**src/source/mem_stage_settings.svh**
```systemverilog
`ifndef MEM_STAGE_SETTINGS_SVH
`define MEM_STAGE_SETTINGS_SVH

// Data path and byte address width
`define MEM_DATA_W 64

// Width of an architectural register index
`define MEM_REG_IDX_W 5

// Core-local timer window, 64 KiB starting at the base
`define MEM_CLINT_BASE 64'h0000_0000_0200_0000
`define MEM_CLINT_MASK 64'hffff_ffff_ffff_0000

// Register offsets inside the timer window
`define MEM_MTIMECMP_OFS 16'h4000
`define MEM_MTIME_OFS    16'hbff8

`endif

```
**src/source/mem_stage_pkg.sv**
```systemverilog
package mem_stage_pkg;

    // Load width and sign handling, as decoded by the execute stage
    typedef enum logic [2:0] {
        LD_B  = 3'd0,
        LD_H  = 3'd1,
        LD_W  = 3'd2,
        LD_D  = 3'd3,
        LD_BU = 3'd4,
        LD_HU = 3'd5,
        LD_WU = 3'd6
    } load_type_e;

    // Encoding is log2 of the access size, so it goes straight onto the bus size field
    typedef enum logic [1:0] {
        ST_B = 2'd0,
        ST_H = 2'd1,
        ST_W = 2'd2,
        ST_D = 2'd3
    } store_type_e;

    typedef enum logic [1:0] {
        RESP_OK    = 2'd0,
        RESP_FAULT = 2'd2  // Slave could not decode the address
    } mem_resp_e;

endpackage

```
**src/source/mem_access_if.sv**
```systemverilog
`include "mem_stage_settings.svh"

interface mem_access_if;
    import mem_stage_pkg::*;

    logic                   valid;
    logic                   req;    // High for a write
    logic [`MEM_DATA_W-1:0] addr;
    logic [1:0]             size;   // log2 of the access size in bytes
    logic [`MEM_DATA_W-1:0] wdata;  // Already on its byte lanes
    logic                   ready;  // One cycle per access
    logic [`MEM_DATA_W-1:0] rdata;  // Whole aligned doubleword
    mem_resp_e              resp;

    modport master (
        output valid, req, addr, size, wdata,
        input  ready, rdata, resp
    );

    modport slave (
        input  valid, req, addr, size, wdata,
        output ready, rdata, resp
    );

endinterface

```
**src/source/mem_lsu.sv**
```systemverilog
`include "mem_stage_settings.svh"

module mem_lsu (
    input  logic                       temp,
    input  logic                       rst_i,

    input  logic                       inst_valid_i,
    input  logic                       mem_read_i,
    input  logic                       mem_write_i,
    input  mem_stage_pkg::load_type_e  load_type_i,
    input  mem_stage_pkg::store_type_e store_type_i,

    input  logic                       rs2_en_i,
    input  logic                       mem2wb_rd_en_i,
    input  logic [`MEM_REG_IDX_W-1:0]  rs2_index_i,
    input  logic [`MEM_REG_IDX_W-1:0]  mem2wb_rd_index_i,
    input  logic [`MEM_DATA_W-1:0]     rs2_data_i,
    input  logic [`MEM_DATA_W-1:0]     mem2wb_rd_data_i,
    input  logic [`MEM_DATA_W-1:0]     ex2mem_rd_data_i,

    mem_access_if.master               bus,

    output logic [`MEM_DATA_W-1:0]     rd_data_o,
    output logic                       access_ok_o,
    output logic                       access_fault_o
);
    import mem_stage_pkg::*;

    typedef enum logic [1:0] {
        S_IDLE,
        S_BUSY,
        S_DONE
    } state_e;

    state_e                 state_q;
    logic                   fault_q;
    logic [`MEM_DATA_W-1:0] load_q;

    logic                   is_mem;
    logic                   fwd_rs2;
    logic [`MEM_DATA_W-1:0] store_data;
    logic [1:0]             load_size;
    logic [`MEM_DATA_W-1:0] load_shifted;
    logic [`MEM_DATA_W-1:0] load_ext;

    assign is_mem = mem_read_i | mem_write_i;

    // The instruction in writeback has not reached the register file yet
    assign fwd_rs2 = rs2_en_i && mem2wb_rd_en_i && (rs2_index_i == mem2wb_rd_index_i)
                     && (rs2_index_i != '0);
    assign store_data = fwd_rs2 ? mem2wb_rd_data_i : rs2_data_i;

    always_comb begin
        case (load_type_i)
            LD_B, LD_BU: load_size = 2'd0;
            LD_H, LD_HU: load_size = 2'd1;
            LD_W, LD_WU: load_size = 2'd2;
            default:     load_size = 2'd3;
        endcase
    end

    assign bus.valid = (state_q == S_BUSY);
    assign bus.req   = mem_write_i;
    assign bus.addr  = ex2mem_rd_data_i;
    assign bus.size  = mem_write_i ? store_type_i : load_size;

    // Aligned accesses land on the lane given by addr[2:0] once the data is replicated
    always_comb begin
        case (store_type_i)
            ST_B:    bus.wdata = {8{store_data[7:0]}};
            ST_H:    bus.wdata = {4{store_data[15:0]}};
            ST_W:    bus.wdata = {2{store_data[31:0]}};
            default: bus.wdata = store_data;
        endcase
    end

    assign load_shifted = bus.rdata >> {ex2mem_rd_data_i[2:0], 3'b000};

    always_comb begin
        case (load_type_i)
            LD_B:    load_ext = {{56{load_shifted[7]}}, load_shifted[7:0]};
            LD_H:    load_ext = {{48{load_shifted[15]}}, load_shifted[15:0]};
            LD_W:    load_ext = {{32{load_shifted[31]}}, load_shifted[31:0]};
            LD_BU:   load_ext = {56'd0, load_shifted[7:0]};
            LD_HU:   load_ext = {48'd0, load_shifted[15:0]};
            LD_WU:   load_ext = {32'd0, load_shifted[31:0]};
            default: load_ext = load_shifted;
        endcase
    end

    always_ff @(posedge temp) begin
        if (rst_i) begin
            state_q <= S_IDLE;
            fault_q <= 1'b0;
        end else begin
            case (state_q)
                S_IDLE: begin
                    if (inst_valid_i) begin
                        state_q <= is_mem ? S_BUSY : S_DONE;  // ALU results skip the bus
                        fault_q <= 1'b0;
                    end
                end
                S_BUSY: begin
                    if (bus.ready) begin
                        state_q <= S_DONE;
                        fault_q <= (bus.resp != RESP_OK);
                    end
                end
                default: state_q <= S_IDLE;
            endcase
        end
    end

    // Stores and faulted accesses return zero
    always_ff @(posedge temp) begin
        if (state_q == S_BUSY && bus.ready) begin
            load_q <= (mem_read_i && bus.resp == RESP_OK) ? load_ext : '0;
        end
    end

    assign rd_data_o      = is_mem ? load_q : ex2mem_rd_data_i;
    assign access_ok_o    = (state_q == S_DONE);
    assign access_fault_o = (state_q == S_DONE) & fault_q;

endmodule

```
**src/source/mem_dstb.sv**
```systemverilog
`include "mem_stage_settings.svh"

module mem_dstb (
    mem_access_if.slave                cpu,
    mem_access_if.master               clint,

    output logic                       mem_valid_o,
    output logic                       mem_req_o,
    output logic [`MEM_DATA_W-1:0]     mem_addr_o,
    output logic [1:0]                 mem_size_o,
    output logic [`MEM_DATA_W-1:0]     mem_wdata_o,
    input  logic                       mem_ready_i,
    input  logic [`MEM_DATA_W-1:0]     mem_rdata_i,
    input  mem_stage_pkg::mem_resp_e   mem_resp_i
);

    logic sel_clint;

    assign sel_clint = ((cpu.addr & `MEM_CLINT_MASK) == `MEM_CLINT_BASE);

    // Request fields go to both sides, only valid is steered
    assign clint.valid = cpu.valid & sel_clint;
    assign clint.req   = cpu.req;
    assign clint.addr  = cpu.addr;
    assign clint.size  = cpu.size;
    assign clint.wdata = cpu.wdata;

    assign mem_valid_o = cpu.valid & ~sel_clint;
    assign mem_req_o   = cpu.req;
    assign mem_addr_o  = cpu.addr;
    assign mem_size_o  = cpu.size;
    assign mem_wdata_o = cpu.wdata;

    assign cpu.ready = sel_clint ? clint.ready : mem_ready_i;
    assign cpu.rdata = sel_clint ? clint.rdata : mem_rdata_i;
    assign cpu.resp  = sel_clint ? clint.resp  : mem_resp_i;

endmodule

```
**src/source/mem_clint.sv**
```systemverilog
`include "mem_stage_settings.svh"

module mem_clint (
    input  logic          temp,
    input  logic          rst_i,

    mem_access_if.slave   bus,

    output logic          mtip_o
);
    import mem_stage_pkg::*;

    localparam logic [15:0] mtimecmp_ofs = `MEM_MTIMECMP_OFS;
    localparam logic [15:0] mtime_ofs    = `MEM_MTIME_OFS;

    logic [`MEM_DATA_W-1:0]   mtime_q;
    logic [`MEM_DATA_W-1:0]   mtimecmp_q;
    logic                     ready_q;
    logic                     mtip_q;

    logic                     hit_cmp;
    logic                     hit_time;
    logic                     wr_en;
    logic [7:0]               byte_en;
    logic [`MEM_DATA_W-1:0]   wmask;

    assign hit_cmp  = (bus.addr[15:3] == mtimecmp_ofs[15:3]);
    assign hit_time = (bus.addr[15:3] == mtime_ofs[15:3]);
    assign wr_en    = ready_q & bus.valid & bus.req;

    // Narrow writes only touch their own bytes
    always_comb begin
        case (bus.size)
            2'd0:    byte_en = 8'h01 << bus.addr[2:0];
            2'd1:    byte_en = 8'h03 << bus.addr[2:0];
            2'd2:    byte_en = 8'h0f << bus.addr[2:0];
            default: byte_en = 8'hff;
        endcase
        for (int i = 0; i < 8; i++) begin
            wmask[i*8 +: 8] = {8{byte_en[i]}};
        end
    end

    always_ff @(posedge temp) begin
        if (rst_i) begin
            mtime_q    <= '0;
            mtimecmp_q <= '1;  // No interrupt until software programs a compare value
            ready_q    <= 1'b0;
            mtip_q     <= 1'b0;
        end else begin
            ready_q <= bus.valid & ~ready_q;
            mtip_q  <= (mtime_q >= mtimecmp_q);
            mtime_q <= mtime_q + 1'b1;
            if (wr_en && hit_time) begin
                mtime_q <= (mtime_q & ~wmask) | (bus.wdata & wmask);
            end
            if (wr_en && hit_cmp) begin
                mtimecmp_q <= (mtimecmp_q & ~wmask) | (bus.wdata & wmask);
            end
        end
    end

    assign bus.ready = ready_q;
    assign bus.rdata = hit_cmp ? mtimecmp_q : (hit_time ? mtime_q : '0);
    assign bus.resp  = (hit_cmp || hit_time) ? RESP_OK : RESP_FAULT;
    assign mtip_o    = mtip_q;

endmodule

```
**src/source/mem_stage_top.sv**
```systemverilog
`include "mem_stage_settings.svh"

module mem_stage_top (
    input  logic                       temp,
    input  logic                       rst_i,

    input  logic                       inst_valid_i,
    input  logic                       mem_read_i,
    input  logic                       mem_write_i,
    input  mem_stage_pkg::load_type_e  load_type_i,
    input  mem_stage_pkg::store_type_e store_type_i,
    input  logic                       rs2_en_i,
    input  logic                       mem2wb_rd_en_i,
    input  logic [`MEM_REG_IDX_W-1:0]  rs2_index_i,
    input  logic [`MEM_REG_IDX_W-1:0]  mem2wb_rd_index_i,
    input  logic [`MEM_DATA_W-1:0]     rs2_data_i,
    input  logic [`MEM_DATA_W-1:0]     mem2wb_rd_data_i,
    input  logic [`MEM_DATA_W-1:0]     ex2mem_rd_data_i,

    output logic [`MEM_DATA_W-1:0]     rd_data_o,
    output logic                       access_ok_o,
    output logic                       access_fault_o,
    output logic                       mtip_o,

    output logic                       mem_valid_o,
    output logic                       mem_req_o,
    output logic [`MEM_DATA_W-1:0]     mem_addr_o,
    output logic [1:0]                 mem_size_o,
    output logic [`MEM_DATA_W-1:0]     mem_wdata_o,
    input  logic                       mem_ready_i,
    input  logic [`MEM_DATA_W-1:0]     mem_rdata_i,
    input  mem_stage_pkg::mem_resp_e   mem_resp_i
);

    mem_access_if lsu_bus ();
    mem_access_if clint_bus ();

    mem_lsu lsu_i (
        .temp              (temp),
        .rst_i             (rst_i),
        .inst_valid_i      (inst_valid_i),
        .mem_read_i        (mem_read_i),
        .mem_write_i       (mem_write_i),
        .load_type_i       (load_type_i),
        .store_type_i      (store_type_i),
        .rs2_en_i          (rs2_en_i),
        .mem2wb_rd_en_i    (mem2wb_rd_en_i),
        .rs2_index_i       (rs2_index_i),
        .mem2wb_rd_index_i (mem2wb_rd_index_i),
        .rs2_data_i        (rs2_data_i),
        .mem2wb_rd_data_i  (mem2wb_rd_data_i),
        .ex2mem_rd_data_i  (ex2mem_rd_data_i),
        .bus               (lsu_bus.master),
        .rd_data_o         (rd_data_o),
        .access_ok_o       (access_ok_o),
        .access_fault_o    (access_fault_o)
    );

    mem_dstb dstb_i (
        .cpu         (lsu_bus.slave),
        .clint       (clint_bus.master),
        .mem_valid_o (mem_valid_o),
        .mem_req_o   (mem_req_o),
        .mem_addr_o  (mem_addr_o),
        .mem_size_o  (mem_size_o),
        .mem_wdata_o (mem_wdata_o),
        .mem_ready_i (mem_ready_i),
        .mem_rdata_i (mem_rdata_i),
        .mem_resp_i  (mem_resp_i)
    );

    mem_clint clint_i (
        .temp   (temp),
        .rst_i  (rst_i),
        .bus    (clint_bus.slave),
        .mtip_o (mtip_o)
    );

endmodule

```
**config.mk**
```make
export PLATFORM = sky130hd
export DESIGN_NAME = mem_stage_top
export DESIGN_NICKNAME = d
export VERILOG_FILES = /design/src/source/mem_stage_pkg.sv /design/src/source/mem_access_if.sv /design/src/source/mem_lsu.sv /design/src/source/mem_dstb.sv /design/src/source/mem_clint.sv /design/src/source/mem_stage_top.sv
export VERILOG_INCLUDE_DIRS = /design/src /design/src/source
export SDC_FILE = /design/constraint.sdc
export NUM_CORES = 1
export LEC_CHECK = 0
export BUFFER_PORTS_ARGS = -buffer_cell sky130_fd_sc_hd__buf_2
export CAP_MARGIN = 25
export CORE_UTILIZATION = 45
export DETAILED_ROUTE_END_ITERATION = 8
export PLACE_DENSITY = 0.71
export SYNTH_ARGS = -nofsm -noshare
export SYNTH_HDL_FRONTEND = slang
export SYNTH_SLANG_ARGS = --single-unit
```
**constraint.sdc**
```tcl
create_clock -name temp -period 6.9 [get_ports temp]
set_clock_uncertainty 0.15 [all_clocks]
set_input_delay 1.035 -clock temp [delete_from_list [all_inputs] [get_ports temp]]
set_output_delay 1.035 -clock temp [all_outputs]
set_load 0.005 [all_outputs]
```
# [Word level (Yosys, flattened, before mapping)]
# Cells that the tools add are included.
[op_classes] addsub=1 n_lt_le_gt_ge=1 n_eq_ne=17 shifts=4 n_mux=21 bitwise=15 reduce_logical=21
[op_table] op="two-way mux 64 bit" count=6
[op_table] op="one-hot mux 64 bit (6 select lines)" count=1
[op_table] op="AND 64 bit" count=3
[op_table] op="one-hot mux 64 bit (3 select lines)" count=1
[op_table] op="bitwise OR 64 bit" count=2
[op_table] op="adder 64 x 1 -> 64 bit, second input constant" count=1
[op_table] op=">= comparator 64 bit" count=1
[op_table] op="NOT 64 bit" count=1
[op_table] op=">> shifter 64 x 6 -> 64 bit" count=1
[op_table] op="equality test 48 x 10 -> 1 bit, second input constant" count=1
[op_table] op="one-hot mux 8 bit (3 select lines)" count=1
[op_table] op="equality test 13 x 12 -> 1 bit, second input constant" count=1
[op_table] op="equality test 13 bit, second input constant" count=1
[op_table] op="two-way mux 2 bit" count=6
[op_table] op="equality test 3 bit, second input constant" count=3
[op_table] op="zero test 2 bit" count=4
[op_table] op="<< shifter 1 x 3 -> 8 bit, first input constant" count=1
[op_table] op="<< shifter 2 x 3 -> 8 bit, first input constant" count=1
[op_table] op="<< shifter 4 x 3 -> 8 bit, first input constant" count=1
[op_table] op="logical AND 1 bit" count=7
[op_table] op="AND 1 bit" count=6
[op_table] op="equality test 2 x 1 -> 1 bit, second input constant" count=3
[op_table] op="equality test 2 bit, second input constant" count=3
[op_table] op="one-hot mux 2 bit (3 select lines)" count=1
[op_table] op="other kinds (16)" count=23
[word_totals] ff_bits=197 inputBits=281 output_inout_bits=199 wordCells=87

# [Logic depth before layout (Yosys ltp)]
# Gate-level depths: netlist of the first run.
[logic_depth] ltp_word=10 ltp_mapped=15 mapped_depth_nobuf=10

# [Hierarchy]
# A second synthesis of the first run with hierarchy kept.
[hier_totals] cells_unflattened=2347 hier_area_um2=19262.2
[by_module_without_submodules] mod="mem_clint" instances=1 cells_per_inst=1096 area_per_inst_um2=8643.3 seq_area_each_um2=2602.5
[by_module_without_submodules] mod="mem_lsu" instances=1 cells_per_inst=896 area_per_inst_um2=7713.6 seq_area_each_um2=1981.9
[by_module_without_submodules] mod="mem_dstb" instances=1 cells_per_inst=355 area_per_inst_um2=2905.3 seq_area_each_um2=0.0

# [Least setup slack after synthesis of the first run]
# No wires, ideal clock.
[synth_path] path_type="in2reg" startpoint="input port ex2mem_rd_data_i[53]" endpoint="register lsu_i.load_q[0] (enable)" setup_ps=486 arrival_time_ps=5266 t_required_ps=6264 slack_ps=998 path_stages=7 path_buffers=2 path_cell_list="nor4_1 nand4_1 or4_4 buf_6 clkbuf_1 mux2i_1 nor2_1"
[synth_via] elab_chain_cells=3
[synth_lines] element="start, declared" line_no="mem_stage_top.sv:18" source="input logic [`MEM_DATA_W-1:0] ex2mem_rd_data_i,"
[synth_lines] element="equality test 48 x 10 -> 1 bit (no line)"
[synth_lines] element="two-way mux 1 bit" line_no="mem_dstb.sv:34" source="assign cpu.ready = sel_clint ? clint.ready : mem_ready_i;"
[synth_lines] element="logical AND 1 bit" line_no="mem_lsu.sv:116" source="if (state_q == S_BUSY && bus.ready) begin"
[synth_lines] element="end signal, assigned" line_no="mem_lsu.sv:117" source="load_q <= (mem_read_i && bus.resp == RESP_OK) ? load_ext : '0;"
[synth_lines] element="end, declared" line_no="mem_lsu.sv:37" source="logic [`MEM_DATA_W-1:0] load_q;"
# Every way passes these cells.
# A chain may end at the register's enable or synchronous reset.

# [Worst setup path in the final report of the first run]
[layout_path] startpoint="input port rs2_index_i[0]" endpoint="output port mem_wdata_o[45]"
[layout_via] elab_chain_cells=5 elab_cells_between_ends=6 cone_classes="1 x eq/ne; 2 x mux; 3 x reduce/logical"
[layout_lines] element="start, declared" line_no="mem_stage_top.sv:14" source="input logic [`MEM_REG_IDX_W-1:0] rs2_index_i,"
[layout_lines] element="equality test 5 bit" line_no="mem_lsu.sv:49" source="assign fwd_rs2 = rs2_en_i && mem2wb_rd_en_i && (rs2_index_i == mem2wb_rd_index_i)"
[layout_lines] element="logical AND 1 bit" line_no="mem_lsu.sv:49"
[layout_lines] element="logical AND 1 bit *" line_no="mem_lsu.sv:50" source="&& (rs2_index_i != '0);"
[layout_lines] element="two-way mux 64 bit *" line_no="mem_lsu.sv:51" source="assign store_data = fwd_rs2 ? mem2wb_rd_data_i : rs2_data_i;"
[layout_lines] element="one-hot mux 64 bit (3 select lines) *" line_no="mem_lsu.sv:69" source="case (store_type_i)"
[layout_lines] element="end, declared" line_no="mem_stage_top.sv:29" source="output logic [`MEM_DATA_W-1:0] mem_wdata_o,"
# Every way passes the cells marked *; elsewhere a longest branch is shown, timed or not.

==> results of run 1 <==
## stage by stage
step	worst slack [ns]	area, µm²	total power, µW	std cells	util
after floorplan	0.998	16700	1570	1940	-
after global placement	1.25	18900	1870	2723	0.518
after detailed placement	1.13	18900	1880	2725	0.518
after CTS	1.54	19500	2860	2757	0.534
after global routing	1.37	19500	2950	2764	0.535
final	1.50	19500	2880	2765	0.535
## layout make-up
cell class	count	area [µm²]	share of cell area
Multi-Input combinational cell	1440	10700	0.548
Clock buffer	21	460	0.0236
Antenna cell	6	15.0	0.000768
Sequential cell	197	4580	0.235
Timing Repair Buffer	511	2660	0.136
Tap cell	468	586	0.0300
Clock inverter	11	106	0.00544
Inverter	111	417	0.0213
## per-layer routing
layer  vias to the layer above  global-route usage  share of wire
met5                         -                   0        0.00015
met4                         2               0.228          0.063
met3                       168              0.0682          0.091
met2                      1107               0.616           0.47
met1                      8403               0.443           0.38
li1                       7880                   -              -
## cell families (layout without fill, tap and decap cells)
group,count (synthesis),in the layout,synth area share
simple gates,615,615,0.180
fa+ha+maj,67,67,0.0502
buf+inv,303,654,0.0873
mux,310,310,0.217
other cells,0,6,0
xor+xnor,5,5,0.00262
flops,197,197,0.274
compound gates,443,443,0.188
## power breakdown
| part | total [µW] | internal (µW) | switching [µW] | leakage, µW |
|---|---|---|---|---|
| registers | 1220 | 1210 | 8.44 | 0.00168 |
| logic | 650 | 257 | 393 | 0.00735 |
| clock network | 1010 | 499 | 515 | 0.000283 |
## layout by cell type (no fill, tap or decap), types with 19 or more instances in the layout
cell and count:
a31oi_1 19, buf_4 32, a211o_1 38, o211ai_1 37, a21oi_1 109, mux4_2 29, a22o_1 33, mux2i_1 153
a221oi_1 22, dfxtp_1 133, o21ai_0 36, buf_2 478, nor2_1 162, a21o_1 19, nand2b_1 37, nor3_1 30
nor4_1 19, inv_1 109, mux2_2 125, a22oi_1 22, nand2_1 167, ha_1 67, nand3_1 69, edfxtp_1 64
nand4_1 35
## worst max-delay path, delay by kind of cell
kind / cells / cell delay (ns)
AOI/OAI and AO/OA: 2 / 0.74
buffers and inverters: 4 / 0.47
muxes: 1 / 0.79
and+or+nand+nor: 4 / 1.16
## worst max path at each step
stage                                    start          endpoint  slack [ns]  cells after the start
after floorplan           ex2mem_rd_data_i[53]   lsu_i.load_q[0]         1.0                      7
after global placement    ex2mem_rd_data_i[55]  lsu_i.load_q[59]        1.25                     11
after detailed placement  ex2mem_rd_data_i[55]  lsu_i.load_q[57]        1.13                     11
after CTS                       rs2_index_i[0]   mem_wdata_o[45]        1.54                     11
after global routing            rs2_index_i[0]   mem_wdata_o[45]        1.37                     11
final                           rs2_index_i[0]   mem_wdata_o[45]        1.50                     11
==> impl_results.rst, run 1 <==
.. list-table::
   :header-rows: 1

   * - Metric
     - Value
   * - Post-DRT Antenna Nets
     - 0
   * - Outcome
     - completed
   * - Number of buffers inserted during clock tree synthesis
     - 17
   * - Worst Path Class, Setup
     - primary input to output port
   * - Wire length of the first global-routing pass
     - a little over 100000 µm
   * - Number of flops mapped to enable cells by yosys
     - 64
   * - Slew @ Worst Pin
     - around 1.1 ns
   * - Worst-path clk slew
     - 0.08 ns
   * - Data arrival time of the critical path
     - approximately 4.2 ns
   * - Most area-hungry cell type in the Yosys netlist
     - dfxtp_1
   * - Slack of the worst reg-to-reg path
     - 2.99 ns
   * - Mapped Cells
     - between 1500 and 2000
   * - Congestion Overflow GR
     - 0
   * - Final-layout setup total negative slack
     - 0 ns
   * - Min-delay worst type
     - register to register
   * - Yosys cell types
     - 68
   * - Global-route usage over all layers
     - 0.371
   * - Sum of net half-perimeters after detailed placement
     - 58200 µm
   * - Number of setup buffers added after CTS
     - 0
   * - Share of synthesized registers carrying an async set or reset
     - 0
   * - Filler cells
     - 3481
   * - Proportion of netlist area held by the largest area contributor
     - 0.159
   * - Post-synth net total
     - 2288
   * - Leakage
     - slightly above 0.009 µW
   * - Hold Crit Endpoint
     - clint_i.bus.ready
   * - Cell depth of the worst flop-to-flop path
     - 7
   * - Post-synthesis to final-layout area growth
     - 17.0%
   * - DRC violations left
     - 0
   * - Final estimated routing congestion in global placement
     - slightly below 1
   * - Number of top-level pins
     - 480
   * - Hold path startpoint
     - clint_i.bus.ready
   * - Post_cts resized
     - 0
   * - Pre-antenna DRT Iters
     - 6
   * - Synth top area cells
     - dfxtp_1 16%, edfxtp_1 12%, mux2i_1 9.2%, mux2_2 8.4%, ha_1 5.0%
   * - Final Max Slew Viols
     - 0
   * - Number of buffers inserted by port buffering
     - 479
   * - Ratio of routed vias to standard cells
     - 6.35
   * - Chain of cells forming the critical path
     - buf_2 -> nor4_1 -> nor2_1 -> o2111ai_4 -> mux2i_1 -> inv_1 -> nor2_1 -> a211oi_1 -> nor3_1 -> inv_1 -> buf_2
   * - # H-tree levels
     - 4
   * - Warnings, synthesis
     - 0
   * - Total Die Area
     - 37900 µm²
   * - Routed wirelength normalized by instance count
     - 26.3 µm
   * - Maximum number of pins on one net before global-route repair
     - 93
   * - Maximum single-stage delay on the critical path
     - ~0.8 ns
   * - TritonCTS clock tree
     - done
   * - Final worst hold slack
     - between 0.3 and 0.4 ns
   * - Most common flop cell mapped by yosys
     - dfxtp_1
   * - Portion of the post-synthesis area used by sequential elements
     - 0.274
   * - Maximum vdd drop
     - 180 µV
   * - Clock latency reported for the late side of the worst-skew pair
     - approximately 0.47 ns
   * - Max Fanout on Critical Path
     - 19
   * - Clk sinks
     - 197
   * - Achievable clock frequency
     - 0.185 GHz
   * - Total standard cell area after synthesis
     - 16700 µm²
   * - Width of the die
     - approximately 190 µm
   * - Worst slew slack as a fraction of its limit
     - 0.271
   * - Worst hold stages
     - 1
   * - Effective utilization at floorplan
     - 0.457
   * - List of most frequent post-synthesis cells
     - 167 x nand2_1, 164 x nor2_1, 153 x mux2i_1
   * - Hold Violations, Final
     - 0
   * - Areal power density over the cells
     - 147 nW/µm²
   * - Antenna violations before repair
     - 7
   * - Setup-violating endpoint count in the final report
     - 0
   * - Share of the clock period used by the worst path
     - 0.783
   * - Layout Nets
     - about 2600
   * - Number of max-cap violations
     - 0
   * - Critical Path Slowest Stage Cell
     - mux2i_1
   * - Flops & latches, synth
     - roughly 200
   * - Min Tclk post-route
     - 5.40 ns
   * - DR iter-0 viols
     - 1951
   * - Number of global-route vias before repair
     - 16200
   * - Standard cell core area
     - ~37000 µm²
   * - Placement row count
     - 70
   * - Setup repair after global routing missed its margin
     - no
   * - Total number of vias
     - 17600
   * - Most frequent cell after synthesis
     - nand2_1
   * - Critical Path End Type
     - output port
   * - Synthesized area divided by synthesized cell count
     - roughly 8.6 µm²
   * - Fraction of final layout cells sized beyond drive strength 1
     - 0.318
   * - CP required
     - 5.71 ns
   * - WL final
     - approximately 73000 µm
   * - Number of hold-repair buffers added at the cts stage
     - 0
   * - Nature of the critical path startpoint
     - primary input
   * - Maximum clock path buffer count
     - 2
   * - Die outline height
     - 195 µm
   * - Clock tree root driver cell
     - clkbuf_16
(Power assumes the default switching activity.)
==> run 2, diff against run 1 <==
--- a/config.mk
+++ b/config.mk
@@ -6,11 +6,12 @@
 export SDC_FILE = /design/constraint.sdc
 export NUM_CORES = 1
 export LEC_CHECK = 0
+export ABC_AREA = 1
 export BUFFER_PORTS_ARGS = -buffer_cell sky130_fd_sc_hd__buf_2
 export CAP_MARGIN = 25
 export CORE_UTILIZATION = 45
 export DETAILED_ROUTE_END_ITERATION = 8
-export PLACE_DENSITY = 0.71
+export PLACE_DENSITY = 0.7
 export SYNTH_ARGS = -nofsm -noshare
 export SYNTH_HDL_FRONTEND = slang
 export SYNTH_SLANG_ARGS = --single-unit
==> constraint.sdc (replaced) <==
create_clock -name temp -period 5.2 [get_ports temp]
set_clock_uncertainty 0.15 [all_clocks]
set_input_delay 0.78 -clock temp [delete_from_list [all_inputs] [get_ports temp]]
set_output_delay 0.78 -clock temp [all_outputs]
set_load 0.005 [all_outputs]
==> run 2 against run 1 <==
  * Worst setup slack got worse by 1.0 ns
  * Flip-flop and latch count unchanged
  * Routed wire length increased by 28%
  * Register-to-register slack got worse by 1.3 ns
  * Sequential share of layout area decreased by 2.0 points
==> impl_results.rst, run 2 <==
.. list-table::
   :header-rows: 1

   * - Metric
     - Value
   * - Final estimated routing congestion in global placement
     - between 1 and 1.5
   * - Sum of net half-perimeters after detailed placement
     - 75800 µm
   * - Share of power burned in registers
     - 0.406
   * - Worst-path clk slew
     - 0.08 ns
   * - Final-layout setup total negative slack
     - 0 ns
   * - Outcome
     - completed
   * - Wire length of the first global-routing pass
     - 135000 µm
   * - Post-DRT Antenna Nets
     - 0
   * - Number of global-route vias before repair
     - 21500
   * - Synthesized area divided by synthesized cell count
     - 6.05 µm²
   * - Clock tree root driver cell
     - clkbuf_16
   * - CP top delay family
     - compound AO/OA/AOI/OAI gates
   * - TritonCTS clock tree
     - done
   * - Width of the die
     - around 200 µm
   * - Nature of the critical path startpoint
     - primary input
   * - Switching power
     - 1390 µW
   * - Flops & latches, synth
     - slightly below 200
   * - Mapped Cells
     - 3034
   * - Number of max-cap violations
     - 0
   * - CP required
     - roughly 5.5 ns
   * - Synth top area cells
     - nand2_1 17%, dfxtp_1 15%, edfxtp_1 10%, nand3_1 7.3%, inv_1 7.2%
   * - Number of buffers inserted by port buffering
     - 479
   * - WL final
     - 93000 µm
   * - Clk sinks
     - 197
   * - Critical Path End Type
     - register
   * - Ratio of routed vias to standard cells
     - approximately 5.9
   * - Clock power frac
     - 0.346
   * - Slack of the worst reg-to-reg path
     - 1.72 ns
   * - Setup-violating endpoint count in the final report
     - 0
   * - Global-route usage over all layers
     - 0.440
   * - Worst slew slack as a fraction of its limit
     - 0.282
   * - # H-tree levels
     - 4
   * - Share of the clock period used by the worst path
     - 0.912
   * - Count of buffer and inverter cells on the critical path
     - 4
   * - Warnings, synthesis
     - 0
   * - Int Power
     - 2610 µW
   * - Effective utilization at floorplan
     - 0.459
   * - Standard cell core area
     - 40000 µm²
   * - List of most frequent post-synthesis cells
     - 851 x nand2_1, 351 x inv_1, 306 x nor2_1
   * - Achievable clock frequency
     - 0.211 GHz
   * - DR iter-0 viols
     - between 3000 and 4000
   * - Critical Path Slowest Stage Cell
     - o21ai_0
   * - Hold Violations, Final
     - 0
   * - Leakage
     - 0.0108 µW
   * - Fraction of final layout cells sized beyond drive strength 1
     - 0.199
   * - Max Fanout on Critical Path
     - 11
   * - Die outline height
     - 204 µm
   * - Maximum single-stage delay on the critical path
     - 0.85 ns
   * - Number of setup buffers added after CTS
     - 0
   * - Yosys cell types
     - 60
   * - Proportion of netlist area held by the largest area contributor
     - 0.174
   * - Share of synthesized registers carrying an async set or reset
     - 0
   * - Number of hold-repair buffers added at the cts stage
     - 0
   * - Maximum clock path buffer count
     - 2
   * - Min-delay worst type
     - register to register
   * - Post-synthesis to final-layout area growth
     - 16.3%
   * - Post_cts resized
     - 0
   * - Final Max Slew Viols
     - 0
   * - Most area-hungry cell type in the Yosys netlist
     - nand2_1
   * - Clock latency reported for the late side of the worst-skew pair
     - 0.48 ns
   * - Maximum number of pins on one net before global-route repair
     - 72
   * - Total number of vias
     - 23100
   * - Most frequent cell after synthesis
     - nand2_1
   * - Final core utilization
     - 0.533
   * - Pre-antenna DRT Iters
     - 7
   * - DRC violations left
     - 0
   * - Slew @ Worst Pin
     - 1.07 ns
   * - Switching part of the total
     - 0.348
   * - Maximum vdd drop
     - 206 µV
   * - Antenna violations before repair
     - 4
   * - Setup repair after global routing missed its margin
     - no
   * - Portion of the post-synthesis area used by sequential elements
     - 0.250
   * - Data arrival time of the critical path
     - 5.02 ns
   * - Areal power density over the cells
     - 187 nW/µm²
   * - Most common flop cell mapped by yosys
     - dfxtp_1
   * - Number of buffers inserted during clock tree synthesis
     - 17
   * - Number of top-level pins
     - 480
   * - Chain of cells forming the critical path
     - buf_2 -> inv_1 -> o21ai_0 -> ha_1 -> nand3_1 -> o21ai_0 -> o21ai_0 -> inv_1 -> nor2_1 -> nand2_1 -> nand2_1 -> nand2_1 -> inv_1
   * - Routed wirelength normalized by instance count
     - 23.6 µm
   * - Total standard cell area after synthesis
     - ~18000 µm²
   * - Layout Nets
     - ~3700
   * - Part of the total power dissipated in combinational logic
     - 0.248
   * - Total Die Area
     - roughly 42000 µm²
   * - Post-synth net total
     - roughly 3400
   * - Worst Path Class, Setup
     - primary input to register
   * - Number of flops mapped to enable cells by yosys
     - 64
   * - Placement row count
     - 73
   * - Commonest non-fill, non-tap cells in the layout
     - 851 x nand2_1, 480 x buf_2, 350 x inv_1
   * - Commonest non-fill, non-tap cell in the layout
     - nand2_1
   * - Congestion Overflow GR
     - 0
   * - Min Tclk post-route
     - 4.74 ns
## run 2: changes by cell type after synthesis, moves of 33 or more
| cell | change |
|---|---|
| inv_1 | +242 |
| mux2i_1 | -151 |
| nand2_1 | +684 |
| nand3_1 | +199 |
| nand2b_1 | -37 |
| a211o_1 | -38 |
| mux2_2 | -125 |
| o211ai_1 | +58 |
| nor2_1 | +142 |
| a22o_1 | -33 |
| or2_2 | +35 |
| o21ai_0 | +211 |
## run 2: final cells by class
type / instances / area, µm²
Inverter: 366 / 1370
Sequential cell: 197 / 4580
Timing Repair Buffer: 540 / 2870
Clock inverter: 15 / 149
Tap cell: 525 / 657
Multi-Input combinational cell: 2270 / 11300
Clock buffer: 17 / 425
Fill cell: 4192 / 18700
Antenna cell: 4 / 10.0
## run 2: worst paths after layout
check,depth (start not counted),endpoint,startpoint
setup / recovery,13,register,load_type_i[1]
hold / removal,1,lsu_i.state_q[0],lsu_i.state_q[0]
setup reg to reg,10,register,register
hold reg to reg,1,lsu_i.state_q[0],lsu_i.state_q[0]
## run 2: worst reg2reg max path, cell delays in order, from the launching register on
cell and delay (ns):
dfxtp_1 0.53, ha_1 0.35, nand3_2 0.19, nor2_1 0.35, nand2_1 0.15, nor2_2 0.20
nand4_1 0.24, nor4_1 0.48, o211ai_1 0.32, o21ai_0 0.28, a21oi_1 0.09
## run 2: kinds of logic (layout without fill, tap and decap cells)
logic type | Yosys count | in the layout | synth area share
xor gates and xnor gates | 24 | 24 | 0.0115
DFF | 197 | 197 | 0.250
AOI/OAI and AO/OA | 534 | 534 | 0.166
buffers and inverters | 567 | 938 | 0.136
muxes | 2 | 2 | 0.00109
and+or+nand+nor | 1643 | 1643 | 0.389
other | 0 | 4 | 0
adders and majority gates | 67 | 67 | 0.0457
## run 2: stage by stage
stage / hold slack, ns / cells / power (µW) / area (µm²) / setup WS (ns)
5_1_grt: 0.361 / 3932 / 4110 / 21300 / 0.452
6_report: 0.332 / 3934 / 3990 / 21300 / 0.458
3_3_place_gp: 0.300 / 3897 / 2610 / 20800 / 0.169
4_1_cts: 0.326 / 3930 / 3950 / 21300 / 0.704
2_1_floorplan: 0.285 / 3034 / 2130 / 18400 / 0.0504
3_5_place_dp: 0.316 / 3898 / 2610 / 20800 / 0.237
## run 2: metal layers
layer | share of wire | track usage | vias to the layer above
met2 | 0.45 | 0.711 | 1574
met3 | 0.10 | 0.100 | 299
met1 | 0.37 | 0.517 | 10500
li1 | - | - | 10600
met4 | 0.077 | 0.307 | 0
met5 | 0 | 0 | -
## run 2: power groups by stage
stage / registers (µW) / clock network (µW) / logic [µW]
after floorplan: 1650 / 0 / 479
after global placement: 1660 / 0 / 949
after detailed placement: 1660 / 0 / 953
after CTS: 1620 / 1370 / 958
after global routing: 1620 / 1430 / 1050
final: 1620 / 1380 / 989
